<file path="config.mk">
export PLATFORM = sky130hd
export DESIGN_NAME = pc_gen
export DESIGN_NICKNAME = d
export VERILOG_FILES = /design/src/rvfetch_pkg.sv /design/src/pc_gen.sv
export VERILOG_INCLUDE_DIRS = /design/src
export SDC_FILE = /design/constraint.sdc
export NUM_CORES = 1
export LEC_CHECK = 0
export BUFFER_PORTS_ARGS = -buffer_cell sky130_fd_sc_hd__buf_2
export CAP_MARGIN = 20
export CORE_ASPECT_RATIO = 0.9
export CORE_MARGIN = 2
export CORE_UTILIZATION = 44
export CTS_CLUSTER_DIAMETER = 200
export DETAILED_ROUTE_END_ITERATION = 12
export GPL_ROUTABILITY_DRIVEN = 0
export PLACE_DENSITY = 0.72
export SLEW_MARGIN = 15
export SYNTH_ARGS = -nofsm -noshare
export SYNTH_HDL_FRONTEND = slang
export SYNTH_SLANG_ARGS = --single-unit
</file>
<file path="constraint.sdc">
create_clock -name clk -period 4.46 [get_ports clk]
set_input_delay 1.115 -clock clk [delete_from_list [all_inputs] [get_ports clk]]
set_output_delay 1.115 -clock clk [all_outputs]
set_load 0.1 [all_outputs]
</file>
<file path="src/rvfetch_defines.svh">
`ifndef RVFETCH_DEFINES_SVH
`define RVFETCH_DEFINES_SVH

// datapath and address width
`define XLEN 64

// one rv instruction
`define INST_W 32

// first fetch address out of reset
`define RESET_PC 64'h0000_0000_0000_0100

// addi x0, x0, 0
`define NOP_INST 32'h0000_0013

// on-chip memory depth in 64-bit words
`define MEM_WORDS 256

// slave wait cycles after an address handshake
`define MEM_LATENCY 3

// timer width, must hold MEM_LATENCY
`define LAT_W 4

`endif
</file>
<file path="src/rvfetch_pkg.sv">
`include "rvfetch_defines.svh"

package rvfetch_pkg;

  // byte address and bus data word
  typedef logic [`XLEN-1:0] addr_t;
  typedef logic [`XLEN-1:0] data_t;

  typedef logic [`INST_W-1:0] inst_t;

  // one bit per byte lane of data_t
  typedef logic [7:0] strb_t;

  // who owns the transfer on the bus
  typedef enum logic {
    SRC_IF  = 1'b0,
    SRC_MEM = 1'b1
  } req_src_e;

  // bus master states
  typedef enum logic [2:0] {
    ST_IDLE = 3'd0,
    ST_AR   = 3'd1,
    ST_R    = 3'd2,
    ST_AW_W = 3'd3,
    ST_B    = 3'd4
  } bus_state_e;

endpackage

</file>
<file path="src/pc_gen.sv">
`timescale 1ns/1ps
`include "rvfetch_defines.svh"

module pc_gen (
  input  logic               clk,
  input  logic               rst_n,
  input  logic               stall_i,
  input  logic               redirect_valid_i,
  input  rvfetch_pkg::addr_t redirect_pc_i,
  input  logic               grant_i,
  input  logic               done_i,
  output logic               fetch_req_o,
  output rvfetch_pkg::addr_t fetch_pc_o,
  output logic               epoch_o
);
  import rvfetch_pkg::*;

  addr_t pc_q;
  // low during reset and for the first clock after it
  logic  run_q;
  // a fetch has been granted and not yet returned
  logic  wait_q;
  // returning fetch belongs to the old path
  logic  drop_q;
  logic  epoch_q;
  logic  inflight;

  // the done cycle itself no longer counts as in flight
  assign inflight = wait_q & ~done_i;

  // no request in a redirect cycle, it would fetch the old path
  assign fetch_req_o = run_q & ~wait_q & ~stall_i & ~redirect_valid_i;
  assign fetch_pc_o  = pc_q;
  assign epoch_o     = epoch_q;

  always_ff @(posedge clk or negedge rst_n) begin
    if (!rst_n) begin
      pc_q    <= `RESET_PC;
      run_q   <= 1'b0;
      wait_q  <= 1'b0;
      drop_q  <= 1'b0;
      epoch_q <= 1'b0;
    end else begin
      run_q <= 1'b1;
      if (grant_i) begin
        wait_q <= 1'b1;
      end else if (done_i) begin
        wait_q <= 1'b0;
      end
      // redirect wins over the sequential step
      if (redirect_valid_i) begin
        pc_q <= redirect_pc_i;
      end else if (done_i && !drop_q) begin
        pc_q <= pc_q + addr_t'(4);
      end
      if (done_i) begin
        drop_q <= 1'b0;
      end else if (redirect_valid_i && inflight) begin
        drop_q <= 1'b1;
      end
      // one toggle per flight, a second redirect keeps the mismatch
      if (redirect_valid_i && inflight && !drop_q) begin
        epoch_q <= ~epoch_q;
      end
    end
  end

  // redirect targets from execute are word aligned too
  a_pc_aligned: assert property (@(posedge clk) disable iff (!rst_n)
    pc_q[1:0] == 2'b00)
    else $error("pc_gen: pc not 4-byte aligned");

endmodule

</file>
==> impl_metrics.py <==
metrics = {
    "run_status": {
        "outcome": "completed",
    },
    "finish": {
        "final_nets": 655,
        "fillCellCount": 845,
        "n_antenna_cell": 0,
        "area_delta_synth_final_pct": 22.6,
        "layout-drive-gt1-share_pct": 28.0,
        "layout.cells.non_filler": 708,
    },
    "critical_path": {
        "worstPathArrival_ns": 1.99,
        "worstSetupPathType": "input port to primary output",
        "crit_fanout": 5,
        "worst_r2r_path_depth": 6,
        "r2r_slack_ns": 1.67,
        "startpoint_type": "input port",
        "required_ns": 3.35,
        "timing.rr.end": "fetch_pc_o[48]",
        "r2r-start": "fetch_pc_o[2]",
        "end_kind": "primary output",
    },
    "clocking": {
        "clk_latency_ns": 0.35,
        "hold_buffers": 0,
        "post-cts-setup-buffers": 0,
        "cts-root-buf": "clkbuf_8",
        "clock-sinks": 68,
        "post_cts_resized": 0,
        "worst_setup_hold_path_clk_slew_ns": 0.07,
        "cts_made_buffers": 9,
        "cts_tree": "yes",
        "h-tree-depth": 3,
        "clock_path_buffers": 2,
    },
    "sta": {
        "fin_tns_setup_ns": 0,
        "fmax_ghz": 0.322,
        "rsz0062_at_grt": "no",
        "final-hold-violation-count": 0,
        "relSlewSlack_pct": 45.6,
        "holdWs_ns": 0.474,
        "min_period_ns": 3.10,
        "fin_crit_sh_pct": 69.6,
        "setup_slack_ns": 1.36,
        "drv_slew": 0,
        "worstMarginPinSlew_ns": 0.815,
        "setup_viol": 0,
        "fin_skew_ns": 0.0128,
    },
    "floorplanning": {
        "start_util_pct": 46.0,
        "coreArea_sq_um": 8690,
        "die_w_um": 104,
        "dieArea_sq_um": 9850,
        "rows": 32,
        "pin_count": 136,
        "die_h_um": 94.4,
    },
    "yosys": {
        "yosys.cell_types.count": 43,
        "syn_area_sq_um": 3990,
        "syn-num-nets": 533,
        "netlist_instances": 462,
        "synth_commonest_cells": "67 x dfrtp_1, 63 x nand2_1, 39 x o21ai_0",
        "synth.most_common_cell": "dfrtp_1",
        "synth_edf_count": 0,
        "ys_top_cells_by_area": "dfrtp_1 42%, xnor2_1 6.4%, nand2_1 5.9%",
        "avgSynthCellArea_sq_um": 8.64,
        "yosysSeqAreaShare_pct": 42.7,
        "ys_ff_latch": 68,
        "synth_warnings": 0,
        "synth.largest_area_cell": "dfrtp_1",
        "synthArstFlopShare_pct": 100,
        "synthFlopType": "dfrtp_1",
        "yosys.area.top_type_share_pct": 42.0,
    },
    "global_route": {
        "grt_start_max_net_pins": 98,
        "grt.total_usage_pct": 22.5,
        "grt_pass1_vias": 3693,
        "antenna_found_initial": 0,
        "overflow": 0,
        "grt_pass1_wl_mm": 17.7,
    },
    "placement": {
        "pre_cts_ws_ns": 1.03,
        "dp_cells": 692,
        "port_buffers": 135,
        "dp.final_hpwl_mm": 7.90,
    },
    "power": {
        "powerDensity_nw_per_um2": 389,
        "p_leak_uw": 0.00209,
        "ir_drop_v": 0.000235,
        "total_power_uw": 1900,
    },
    "route": {
        "drt-total-wl_mm": 10.9,
        "drtIter0Drc": 196,
        "viasPerCell": 5.64,
        "drc": 0,
        "postRouteAntennaNets": 0,
        "dr.pass1.iters": 4,
        "num_vias": 3995,
        "routedWlPerCell_um": 15.4,
    },
    "worst_hold_path": {
        "whs_path_depth": 1,
        "worstHoldPathType": "flop to flop",
        "hp-start": "epoch_o",
        "min_to": "epoch_o",
    },
    "job": {
        "maxCapViolations": 0,
    },
}
-- final cells by class --
class                   count  area [sq um]  share of cell area, %
clock buffers              13           139                   2.84
well taps                 119           149                   3.04
repair buffers            140           713                   14.6
flip-flops and latches     68          1700                   34.8
clock inverters             3          15.0                  0.307
inverters                   9          33.8                  0.690
multi-input cells         356          2140                   43.8
-- layout by cell type, fill, tap and decap left out, types with 2 or more instances in the layout --
master	instances
mux2_2	5
a221o_1	5
nor3b_1	2
nand3_1	29
or4_1	17
inv_1	9
nor3_1	13
nor4_1	18
nor2b_1	6
xnor2_1	29
and4_1	3
o211ai_1	2
and2_1	2
or3_1	8
and3_1	13
buf_2	135
dfrtp_1	67
nand4_1	17
nor4b_1	3
buf_4	5
o21ai_0	39
xor2_1	6
a22oi_1	3
clkbuf_1	4
mux2i_1	5
o31ai_1	9
a31oi_1	15
clkbuf_8	9
nor2_1	30
clkinv_2	3
nand2_1	63
-- worst max path at each step --
stage / depth (start not counted) / start / end
floorplan: 3 / redirect_valid_i / fetch_req_o
detailed placement: 6 / done_i / fetch_pc_o[50]
global route: 6 / done_i / fetch_pc_o[46]
global placement: 6 / done_i / fetch_pc_o[50]
finish: 3 / redirect_valid_i / fetch_req_o
CTS: 3 / redirect_valid_i / fetch_req_o
-- cell families (layout without fill, tap and decap cells) --
logic type / after synthesis / count (layout) / synth area share, %
AOI/OAI and AO/OA: 76 / 76 / 11.7
xor gates and xnor gates: 35 / 35 / 7.68
adders and majority gates: 1 / 1 / 0.313
buffers and inverters: 38 / 165 / 3.82
DFF: 68 / 68 / 42.7
muxes: 10 / 10 / 2.66
other: 1 / 1 / 0.0939
and+or+nand+nor: 233 / 233 / 31.1
-- flip-flops by register name, summed over array words and instances (netlist names) --
name / flops
wait_q: 1
epoch_o: 1
fetch_pc_o: 64
run_q: 1
drop_q: 1
-- metrics by stage --
step           area (sq um)  utilization [%]
2_1_floorplan          4000                -
3_3_place_gp           4740             54.6
3_5_place_dp           4740             54.6
4_1_cts                4900             56.4
5_1_grt                4900             56.4
6_report               4900             56.4
-- critical path, cell delays in order --
cell and delay [ns]:
buf_2 0.14, nor4b_2 0.26, buf_2 0.46
-- report_power, final --
group	internal, uW	leakage [uW]	switching, uW
Combinational	135	0.00121	581
Clock	200	0.0000812	226
Sequential	679	0.000798	83.9
-- metal layers --
layer / GRT usage (%) / vias to the layer above / wire (um)
met1: 29.8 / 1900 / 4880
met4: 8.11 / 0 / 124
li1: - / 1933 / -
met2: 35.6 / 151 / 5120
met3: 6.07 / 11 / 744
met5: 0 / - / 0
Power figures use the tool's default switching activity.
