File: config.mk
export PLATFORM = sky130hd
export DESIGN_NAME = bus_arbiter
export DESIGN_NICKNAME = d
export VERILOG_FILES = /design/src/rvfetch_pkg.sv /design/src/bus_arbiter.sv
export VERILOG_INCLUDE_DIRS = /design/src
export SDC_FILE = /design/constraint.sdc
export NUM_CORES = 1
export LEC_CHECK = 0
export BUFFER_PORTS_ARGS = -buffer_cell sky130_fd_sc_hd__buf_2
export CORE_AREA = 3 3 133 135
export DETAILED_ROUTE_END_ITERATION = 8
export DIE_AREA = 0 0 136 138
export MAX_ROUTING_LAYER = met4
export PLACE_DENSITY = 0.68
export RECOVER_POWER = 50
export SETUP_SLACK_MARGIN = 0.02
export SYNTH_ARGS = -nofsm -noshare
export SYNTH_HDL_FRONTEND = slang
export SYNTH_SLANG_ARGS = --single-unit
File: constraint.sdc
create_clock -name clk -period 7.4 [get_ports clk]
set_clock_uncertainty 0.15 [all_clocks]
set_input_delay 1.48 -clock clk [delete_from_list [all_inputs] [get_ports clk]]
set_output_delay 1.48 -clock clk [all_outputs]
set_load 0.05 [all_outputs]
File: src/rvfetch_defines.svh
`ifndef RVFETCH_DEFINES_SVH
`define RVFETCH_DEFINES_SVH

// datapath and address width
`define XLEN 64

// one rv instruction
`define INST_W 32

// first fetch address out of reset
`define RESET_PC 64'h0000_0000_0000_0100

// addi x0, x0, 0
`define NOP_INST 32'h0000_0013

// on-chip memory depth in 64-bit words
`define MEM_WORDS 256

// slave wait cycles after an address handshake
`define MEM_LATENCY 3

// timer width, must hold MEM_LATENCY
`define LAT_W 4

`endif
File: src/rvfetch_pkg.sv
`include "rvfetch_defines.svh"

package rvfetch_pkg;

  // byte address and bus data word
  typedef logic [`XLEN-1:0] addr_t;
  typedef logic [`XLEN-1:0] data_t;

  typedef logic [`INST_W-1:0] inst_t;

  // one bit per byte lane of data_t
  typedef logic [7:0] strb_t;

  // who owns the transfer on the bus
  typedef enum logic {
    SRC_IF  = 1'b0,
    SRC_MEM = 1'b1
  } req_src_e;

  // bus master states
  typedef enum logic [2:0] {
    ST_IDLE = 3'd0,
    ST_AR   = 3'd1,
    ST_R    = 3'd2,
    ST_AW_W = 3'd3,
    ST_B    = 3'd4
  } bus_state_e;

endpackage

File: src/bus_arbiter.sv
`timescale 1ns/1ps

module bus_arbiter (
  input  logic                  clk,
  input  logic                  rst_n,
  input  logic                  fetch_req_i,
  input  rvfetch_pkg::addr_t    fetch_pc_i,
  input  logic                  mem_valid_i,
  input  logic                  mem_we_i,
  input  rvfetch_pkg::addr_t    mem_addr_i,
  input  rvfetch_pkg::data_t    mem_wdata_i,
  input  rvfetch_pkg::strb_t    mem_wmask_i,
  input  logic                  bus_idle_i,
  output logic                  if_grant_o,
  output logic                  mem_grant_o,
  output logic                  bus_req_o,
  output logic                  bus_we_o,
  output rvfetch_pkg::addr_t    bus_addr_o,
  output rvfetch_pkg::data_t    bus_wdata_o,
  output rvfetch_pkg::strb_t    bus_wmask_o,
  output rvfetch_pkg::req_src_e bus_src_o
);
  import rvfetch_pkg::*;

  logic     bus_req_q;
  logic     bus_we_q;
  addr_t    bus_addr_q;
  data_t    bus_wdata_q;
  strb_t    bus_wmask_q;
  req_src_e bus_src_q;
  // current mem request already served, wait for a new one
  logic     mem_taken_q;
  logic     can_issue;

  // master still reads idle in the cycle of the start pulse
  assign can_issue = bus_idle_i & ~bus_req_q;

  // memory stage first
  assign mem_grant_o = can_issue & mem_valid_i & ~mem_taken_q;
  assign if_grant_o  = can_issue & fetch_req_i & ~mem_grant_o;

  always_ff @(posedge clk or negedge rst_n) begin
    if (!rst_n) begin
      bus_req_q   <= 1'b0;
      mem_taken_q <= 1'b0;
    end else begin
      bus_req_q <= mem_grant_o | if_grant_o;
      if (!mem_valid_i) begin
        mem_taken_q <= 1'b0;
      end else if (mem_grant_o) begin
        mem_taken_q <= 1'b1;
      end
    end
  end

  // request payload, only loaded on a grant
  always_ff @(posedge clk) begin
    if (mem_grant_o) begin
      bus_we_q    <= mem_we_i;
      bus_addr_q  <= mem_addr_i;
      bus_wdata_q <= mem_wdata_i;
      bus_wmask_q <= mem_wmask_i;
      bus_src_q   <= SRC_MEM;
    end else if (if_grant_o) begin
      bus_we_q    <= 1'b0;
      bus_addr_q  <= fetch_pc_i;
      bus_wdata_q <= '0;
      bus_wmask_q <= '0;
      bus_src_q   <= SRC_IF;
    end
  end

  assign bus_req_o   = bus_req_q;
  assign bus_we_o    = bus_we_q;
  assign bus_addr_o  = bus_addr_q;
  assign bus_wdata_o = bus_wdata_q;
  assign bus_wmask_o = bus_wmask_q;
  assign bus_src_o   = bus_src_q;

  // pc_gen drops its request once granted, until the fetch returns
  a_fetch_req_drop: assert property (@(posedge clk) disable iff (!rst_n)
    if_grant_o |=> !fetch_req_i)
    else $error("bus_arbiter: fetch request held after its grant");

endmodule

==> results_dict.tcl <==
set metrics [dict create \
    maxSlewViolCount 62 \
    yosysTopAreaCellShare 0.720 \
    fp-row-count 47 \
    netlist_area_um2 5710 \
    core_area_um2 16600 \
    synth_edf_count 137 \
    route.detailed.wl_per_inst_um 15.9 \
    drive_gt1_frac 0.463 \
    synthCells 302 \
    synth_area_per_cell_um2 18.9 \
    vias_per_cell 4.25 \
    yosys-top-cells-area "edfxtp_1 (72%), mux2_4 (9.2%), and2_1 (8.0%)" \
    cts_num_sinks 140 \
    cp.arrival_ps 2850 \
    antenna_left 0 \
    cts.htree.levels 4 \
    yosysWarnings 0 \
    synth_top_area_cell "edfxtp_1" \
    synthAdderAreaFrac 0 \
    clk_latency_ps 400 \
    post_dp_cell_area_um2 7600 \
    grt_pass1_wl_um 21300 \
    vias 3779 \
    start_util 0.344 \
    grt_max_degree 78 \
    final.period_utilization 0.605 \
    busiest_layer "met2" \
    status "complete, but fails checks" \
    grt_overflow 0 \
    dieHeight_um 138 \
    io_pins 347 \
    synth-xor-area-share 0 \
    synth_flop_cell "edfxtp_1" \
    post_cts_resized 0 \
    cts_root_buf "clkbuf_16" \
    path_max_fanout 74 \
    drt_first_pass_iters 4 \
    critPathKind "in2out" \
    yosys-mux-area-fraction 0.149 \
    globalRouteMet3Util 0.0585 \
    cp.required_ps 5770 \
    clockBufferDepth 2 \
    clk_pin_slew_ps 60 \
    dr.first_iter.drc_count 117 \
    worst_hold_path_type "reg2reg" \
    power.density_nw_per_um2 269 \
    nets 861 \
    swShare 0.274 \
    grt_usage 0.152 \
    syn_nets 508 \
    tns_ps 0 \
    met1_usage 0.155 \
    port_buffers 346 \
    reg2regPathDepth 3 \
    fp.dieArea_um2 18800 \
    cts_buffers 17 \
    grt_pass1_vias 4192 \
    async_flop_share 0.0143 \
    post-cts-setup-buffers 0 \
    worstHoldPathCells 1 \
    cap_violations 1 \
    ys_seq_area_frac 0.732 \
    rsz0062_at_grt "no" \
    antenna_found_initial 1 \
    finalSetupViolCount 0 \
    crit_path_end_kind "output port" \
    power_frac_seq 0.439 \
    synth-compound-area-share 0.00438 \
    use_met2 0.263 \
    power_switching_uw 592 \
    synth_cell_types 19 \
    tritoncts "built" \
    comb_power_share 0.162 \
    synth_seq_cells 140 \
    rrSetupSlack_ps 3680 \
    drc 0 \
    hold_viol 0 \
    ir_drop_mv 0.139 \
    tightest_slew_ps 3260 \
    stdcell_area_um2 8030 \
    place_congestion 0.805 \
    wl_um 14200 \
    violations "max-capacitance violations, max-slew violations" \
    intPower_uw 1570 \
    detailed_place_hpwl_um 10600 \
    slew_headroom -1.18 \
    area_growth_pct 40.6 \
    fmax_mhz 223 \
    synth_common_cells "edfxtp_1 (137), and2_1 (73), mux2_4 (35)" \
    yosys.area_share.simple 0.0863 \
    synth_top_family_by_area "multiplexers" \
    post-route-min-period_ps 4480 \
    p_leak_uw 0.00321 \
    die_width_um 136 \
    clockPowerShare 0.399 \
    startpoint_type "input port" \
    holdBufCountCts 0 \
    post-synth-top-count-cell "edfxtp_1" \
]
-- critical path, cell delays in order --
cell and delay [ps]:
clkbuf_1 120, and4bb_4 840, buf_2 400
-- area by class of cell --
class	instances	area, um^2
fillers	1558	8550
inverters	2	7.51
clock inverters	13	168
multi-input cells	145	1380
diodes	1	2.50
repair buffers	349	1580
clock buffers	19	433
well taps	220	275
flip-flops and latches	140	4180
-- through the flow --
step           worst slack (ps)  hold WS, ps  utilization  power (uW)  std cells
2_1_floorplan              1260          375            -        1220        302
3_3_place_gp               2950          288        0.458        1320        856
3_5_place_dp               2890          297        0.458        1330        856
4_1_cts                    2890          314        0.495        2200        888
5_1_grt                    2670          345        0.484        2250        889
6_report                   2920          311        0.484        2160        889
-- sequential cells by signal, summed over array words and instances, names as in the netlist --
name and flops:
bus_addr_o 64, bus_wdata_o 64, bus_wmask_o 8, bus_req_o 1, bus_src_o 1, bus_we_o 1
mem_taken_q 1
-- routing by layer --
layer,wire length (um),up-vias
met1,5100,1722
met5,0,-
met2,7440,211
li1,-,1821
met3,1330,25
met4,309,0
-- cell families (layout without fill, tap and decap cells) --
logic type      Yosys count  after routing
mux                      64             64
compound gates            4              4
other cells               0              1
simple gates             77             77
flops                   140            140
buf+inv                  17            383
-- power by group through the flow --
| stage | clock network [uW] | registers [uW] | logic, uW |
|---|---|---|---|
| after floorplan | 0 | 1130 | 89.6 |
| after global placement | 0 | 961 | 361 |
| after detailed placement | 0 | 962 | 367 |
| after CTS | 883 | 946 | 367 |
| after global routing | 924 | 954 | 370 |
| final | 862 | 949 | 350 |
-- placed cells by master (no fill, tap or decap) --
| cell type | netlist | routed |
|---|---|---|
| a21boi_0 | 1 | 1 |
| a21o_1 | 1 | 1 |
| a21oi_1 | 2 | 1 |
| a21oi_4 | 0 | 1 |
| and2_0 | 0 | 21 |
| and2_1 | 73 | 52 |
| and4bb_4 | 1 | 1 |
| buf_2 | 1 | 211 |
| buf_4 | 2 | 2 |
| bufinv_16 | 0 | 3 |
| clkbuf_1 | 0 | 138 |
| clkbuf_16 | 0 | 17 |
| clkinv_2 | 0 | 1 |
| clkinv_4 | 0 | 2 |
| clkinvlp_4 | 0 | 5 |
| dfrtp_1 | 2 | 2 |
| dfxtp_1 | 1 | 1 |
| diode_2 | 0 | 1 |
| edfxtp_1 | 137 | 137 |
| inv_1 | 2 | 2 |
| inv_6 | 0 | 2 |
| mux2_2 | 29 | 29 |
| mux2_4 | 35 | 35 |
| nand2b_1 | 2 | 2 |
| nand3b_1 | 1 | 1 |
-- path summary, 6_finish.rpt --
kind | start | to
max | bus_idle_i | mem_grant_o
min | bus_src_o | bus_src_o
max reg2reg | mem_taken_q | bus_wdata_o[34]
min reg2reg | bus_src_o | bus_src_o
max in group asynchronous | rst_n | bus_req_o
min in group asynchronous | rst_n | mem_taken_q
No activity file was read; power rests on OpenSTA's default activity.
