File: config.mk
export PLATFORM = sky130hd
export DESIGN_NAME = bus_master_fsm
export DESIGN_NICKNAME = d
export VERILOG_FILES = /design/src/rvfetch_pkg.sv /design/src/bus_master_fsm.sv
export VERILOG_INCLUDE_DIRS = /design/src
export SDC_FILE = /design/constraint.sdc
export NUM_CORES = 1
export LEC_CHECK = 0
export ABC_AREA = 1
export BUFFER_PORTS_ARGS = -buffer_cell sky130_fd_sc_hd__buf_2
export CAP_MARGIN = 10
export CORE_AREA = 2 2 187 189
export DETAILED_ROUTE_END_ITERATION = 7
export DIE_AREA = 0 0 189 191
export MAX_ROUTING_LAYER = met4
export SLEW_MARGIN = 10
export SYNTH_ARGS = -nofsm -noshare
export SYNTH_HDL_FRONTEND = slang
export SYNTH_SLANG_ARGS = --single-unit
File: constraint.sdc
create_clock -name clk -period 10.15 [get_ports clk]
set_clock_uncertainty 0.15 [all_clocks]
set_input_delay 1.5225 -clock clk [delete_from_list [all_inputs] [get_ports clk]]
set_output_delay 1.5225 -clock clk [all_outputs]
set_load 0.03 [all_outputs]
File: src/rvfetch_defines.svh
`ifndef RVFETCH_DEFINES_SVH
`define RVFETCH_DEFINES_SVH

// datapath and address width
`define XLEN 64

// one rv instruction
`define INST_W 32

// first fetch address out of reset
`define RESET_PC 64'h0000_0000_0000_0100

// addi x0, x0, 0
`define NOP_INST 32'h0000_0013

// on-chip memory depth in 64-bit words
`define MEM_WORDS 256

// slave wait cycles after an address handshake
`define MEM_LATENCY 3

// timer width, must hold MEM_LATENCY
`define LAT_W 4

`endif
File: src/rvfetch_pkg.sv
`include "rvfetch_defines.svh"

package rvfetch_pkg;

  // byte address and bus data word
  typedef logic [`XLEN-1:0] addr_t;
  typedef logic [`XLEN-1:0] data_t;

  typedef logic [`INST_W-1:0] inst_t;

  // one bit per byte lane of data_t
  typedef logic [7:0] strb_t;

  // who owns the transfer on the bus
  typedef enum logic {
    SRC_IF  = 1'b0,
    SRC_MEM = 1'b1
  } req_src_e;

  // bus master states
  typedef enum logic [2:0] {
    ST_IDLE = 3'd0,
    ST_AR   = 3'd1,
    ST_R    = 3'd2,
    ST_AW_W = 3'd3,
    ST_B    = 3'd4
  } bus_state_e;

endpackage

File: src/bus_master_fsm.sv
`timescale 1ns/1ps

module bus_master_fsm (
  input  logic                  clk,
  input  logic                  rst_n,
  input  logic                  bus_req_i,
  input  logic                  bus_we_i,
  input  rvfetch_pkg::addr_t    bus_addr_i,
  input  rvfetch_pkg::data_t    bus_wdata_i,
  input  rvfetch_pkg::strb_t    bus_wmask_i,
  input  rvfetch_pkg::req_src_e bus_src_i,
  input  logic                  ar_ready_i,
  input  logic                  r_valid_i,
  input  rvfetch_pkg::data_t    r_data_i,
  input  logic                  aw_ready_i,
  input  logic                  b_valid_i,
  output logic                  bus_idle_o,
  output logic                  bus_done_o,
  output rvfetch_pkg::data_t    bus_rdata_o,
  output rvfetch_pkg::req_src_e done_src_o,
  output logic                  ar_valid_o,
  output rvfetch_pkg::addr_t    ar_addr_o,
  output logic                  r_ready_o,
  output logic                  aw_valid_o,
  output rvfetch_pkg::addr_t    aw_addr_o,
  output rvfetch_pkg::data_t    w_data_o,
  output rvfetch_pkg::strb_t    w_strb_o,
  output logic                  b_ready_o
);
  import rvfetch_pkg::*;

  bus_state_e state_q;
  bus_state_e state_d;
  logic       done_q;
  data_t      rdata_q;
  // latched copy of the request
  addr_t      addr_q;
  data_t      wdata_q;
  strb_t      strb_q;
  req_src_e   src_q;

  always_comb begin
    state_d = state_q;
    case (state_q)
      ST_IDLE: begin
        if (bus_req_i) begin
          state_d = bus_we_i ? ST_AW_W : ST_AR;
        end
      end
      ST_AR: begin
        if (ar_ready_i) begin
          state_d = ST_R;
        end
      end
      // r_ready is tied high, valid alone completes
      ST_R: begin
        if (r_valid_i) begin
          state_d = ST_IDLE;
        end
      end
      ST_AW_W: begin
        if (aw_ready_i) begin
          state_d = ST_B;
        end
      end
      ST_B: begin
        if (b_valid_i) begin
          state_d = ST_IDLE;
        end
      end
      default: state_d = ST_IDLE;
    endcase
  end

  always_ff @(posedge clk or negedge rst_n) begin
    if (!rst_n) begin
      state_q <= ST_IDLE;
      done_q  <= 1'b0;
    end else begin
      state_q <= state_d;
      // one-cycle pulse after the response handshake
      done_q  <= (state_q == ST_R && r_valid_i) || (state_q == ST_B && b_valid_i);
    end
  end

  always_ff @(posedge clk) begin
    if (state_q == ST_IDLE && bus_req_i) begin
      addr_q  <= bus_addr_i;
      wdata_q <= bus_wdata_i;
      strb_q  <= bus_wmask_i;
      src_q   <= bus_src_i;
    end
    if (state_q == ST_R && r_valid_i) begin
      rdata_q <= r_data_i;
    end
  end

  assign bus_idle_o  = (state_q == ST_IDLE);
  assign bus_done_o  = done_q;
  assign bus_rdata_o = rdata_q;
  // src_q is stable until the next start, which comes after done
  assign done_src_o  = src_q;

  // channel drive straight from the state
  assign ar_valid_o = (state_q == ST_AR);
  assign ar_addr_o  = addr_q;
  assign r_ready_o  = 1'b1;
  assign aw_valid_o = (state_q == ST_AW_W);
  assign aw_addr_o  = addr_q;
  assign w_data_o   = wdata_q;
  assign w_strb_o   = strb_q;
  assign b_ready_o  = 1'b1;

  // arbiter must only start a transfer on an idle master
  a_req_in_idle: assert property (@(posedge clk) disable iff (!rst_n)
    bus_req_i |-> state_q == ST_IDLE)
    else $error("bus_master_fsm: start pulse while busy");

endmodule

==> summary.md <==
| Metric | Value |
|---|---|
| Status | `finished clean` |
| Setup crit end kind | `flip-flop` |
| Initial antenna violation count | `4` |
| Total Power | `2.79 mW` |
| Gpl congestion | `0.787` |
| Drt first pass iters | `4` |
| #FFs+latches synth | `205` |
| Yosys Warn Count | `0` |
| Num rows | `68` |
| PortBufs | `477` |
| Pwr/cell area | `279 mW/mm2` |
| Fin Setup TNS | `0 ns` |
| CP Data Arrival Time | `3.33 ns` |
| Final #Nets | `960` |
| DIE HEIGHT | `191 um` |
| Measured slew at the worst slew-check pin | `0.931 ns` |
| Setup Viol. Count Final | `0` |
| VDD IR max | `0.000145 V` |
| Total wire length | `17.6 mm` |
| Startpoint types | `input pin` |
| Core Region | `0.0341 mm2` |
| Layout cells sized above 1 | `67.8%` |
| Cts-stage hold buffer count | `0` |
| HPWL Detailed | `13.7 mm` |
| CTS resizes | `0` |
| Req. time, crit path | `10.13 ns` |
| Initial DRC Count | `180` |
| First-pass GRT wire length | `23.9 mm` |
| Syn_area_per_cell | `21.9 um2` |
| Final slew viol count | `0` |
| HP Class | `reg2reg` |
| Clock Tree Buf Depth | `3` |
| Minimum clock period | `3.35 ns` |
| Tot GR Track Use | `9.06%` |
| Layout Utilization | `29.2%` |
| Fin. Hold Viols | `0` |
| Synth unique cells | `14` |
| Slew HR | `37.9%` |
| Static leakage | `4.26 nW` |
| GR Overflow Total | `0` |
| Final period util | `33.0%` |
| Clk Latency, worst-skew pair | `0.51 ns` |
| DR WL/cell | `14.4 um` |
| Die area | `0.0361 mm2` |
| Post-Syn Area | `0.00682 mm2` |
| Die W | `189 um` |
| CTS tree | `yes` |
| Layout Area Growth over Synthesis | `46.4%` |
| Drt via density | `3.52` |
| Crit Path Class | `in2reg` |
| Max frequency | `298 MHz` |
| Via count | `4316` |
| Seq/Total Area, Yosys | `90.0%` |
| RSZ-0062 raised after global routing | `false` |
| Clk root buf | `clkbuf_16` |
| I/O pins | `480` |
| Final hold slack | `0.399 ns` |
| Top fanout value on the critical path | `71` |
| Starting density of the core | `20.0%` |
| Vias in the first global route | `4314` |
| CTS Buf Count | `23` |
| Setup Buffers After CTS | `0` |
| CTS H-tree depth | `1` |
| Largest net degree at the start of global routing | `72` |
| Drt drc | `0` |
| CTS clk-pin slew, worst paths | `0.07 ns` |
| Post-route ant nets | `0` |
| Post-Syn Instances | `311` |
| CTS Sinks | `205` |
| MaxCap Viol Count | `0` |
==> area by class of cell <==
| class | count | area [um2] |
|---|---|---|
| timing repair buffer | 480 | 2410 |
| clock inverter | 9 | 45.0 |
| antenna | 4 | 10.0 |
| sequential | 205 | 6140 |
| tap | 455 | 569 |
| fill | 3477 | 24100 |
| multi-input combinational | 30 | 161 |
| inverter | 11 | 41.3 |
| clock buffer | 31 | 606 |
==> routing by layer <==
metal	GRT usage (%)	part of all wire (%)	vias up
li1	-	-	1967
met4	3.82	3.1	0
met1	9.15	34	1996
met3	3.54	12	34
met5	-	0	-
met2	15.6	50	319
==> cells in the final DEF, fill, tap and decap left out <==
cell type,synthesis,final
buf_2,0,477
edfxtp_1,201,201
clkbuf_16,0,23
nand2_1,11,11
inv_1,9,9
clkbuf_1,0,8
nand3_1,5,5
diode_2,0,4
dfrtp_1,4,4
clkinv_1,0,4
nor2_4,1,3
nand2_2,3,3
clkinv_2,0,3
buf_4,66,3
inv_2,2,2
nor2_1,4,2
nor2_2,2,2
conb_1,1,2
clkinvlp_4,0,2
a31o_2,1,1
nand4_1,1,1
==> cell usage after synthesis <==
| cell | n | area share, % |
|---|---|---|
| nor2_4 | 1 | 0.17 |
| inv_1 | 9 | 0.50 |
| nand3_1 | 5 | 0.37 |
| conb_1 | 1 | 0.055 |
| edfxtp_1 | 201 | 89 |
| buf_4 | 66 | 7.3 |
| inv_2 | 2 | 0.11 |
| nand2_2 | 3 | 0.28 |
| nand4_1 | 1 | 0.092 |
| nand2_1 | 11 | 0.61 |
| a31o_2 | 1 | 0.13 |
| nor2_1 | 4 | 0.22 |
| dfrtp_1 | 4 | 1.5 |
| nor2_2 | 2 | 0.18 |
==> where the power goes <==
part,leakage (nW),switching [mW],internal (mW)
clock,0.311,0.309,0.416
sequential,1.92,0.0608,1.16
combinational,2.03,0.653,0.186
total,4.26,1.02,1.76
==> cells by family (layout without fill, tap and decap cells) <==
| group | after synthesis | after routing | synth area share, % |
|---|---|---|---|
| other cells | 1 | 6 | 0.0550 |
| flops | 205 | 205 | 90.0 |
| buf+inv | 77 | 531 | 7.88 |
| simple gates | 27 | 27 | 1.91 |
| compound gates | 1 | 1 | 0.129 |
==> per-stage QoR <==
step           cell area (um2)  setup slack [ns]  instances
2_1_floorplan             6820              2.12        312
3_3_place_gp              9320              6.26       1181
3_5_place_dp              9320              6.23       1181
4_1_cts                   9970              6.78       1221
5_1_grt                   9980              6.59       1225
6_report                  9980              6.80       1225
==> critical path, stage by stage <==
cell	delay, ns
buf_2	0.08
inv_1	0.06
nor2_4	0.09
buf_4	0.66
buf_4	0.81
==> flip-flops by register name, indices dropped and copies added, names as in the netlist <==
signal,count
bus_done_o,1
done_src_o,1
state_q,3
bus_rdata_o,64
w_strb_o,8
w_data_o,64
ar_addr_o,64
==> worst paths after layout <==
check,slack [ns],start,cells past startpoint,end
max reg2reg,7.07,state_q[0],5,w_strb_o[1]
max,6.80,bus_req_i,5,w_strb_o[1]
min in group asynchronous,0.66,rst_n,1,bus_done_o
max in group asynchronous,9.07,rst_n,1,state_q[1]
min,0.40,state_q[1],2,state_q[1]
min reg2reg,0.40,state_q[1],2,state_q[1]
Note: power is estimated with default switching activity, not from simulation.
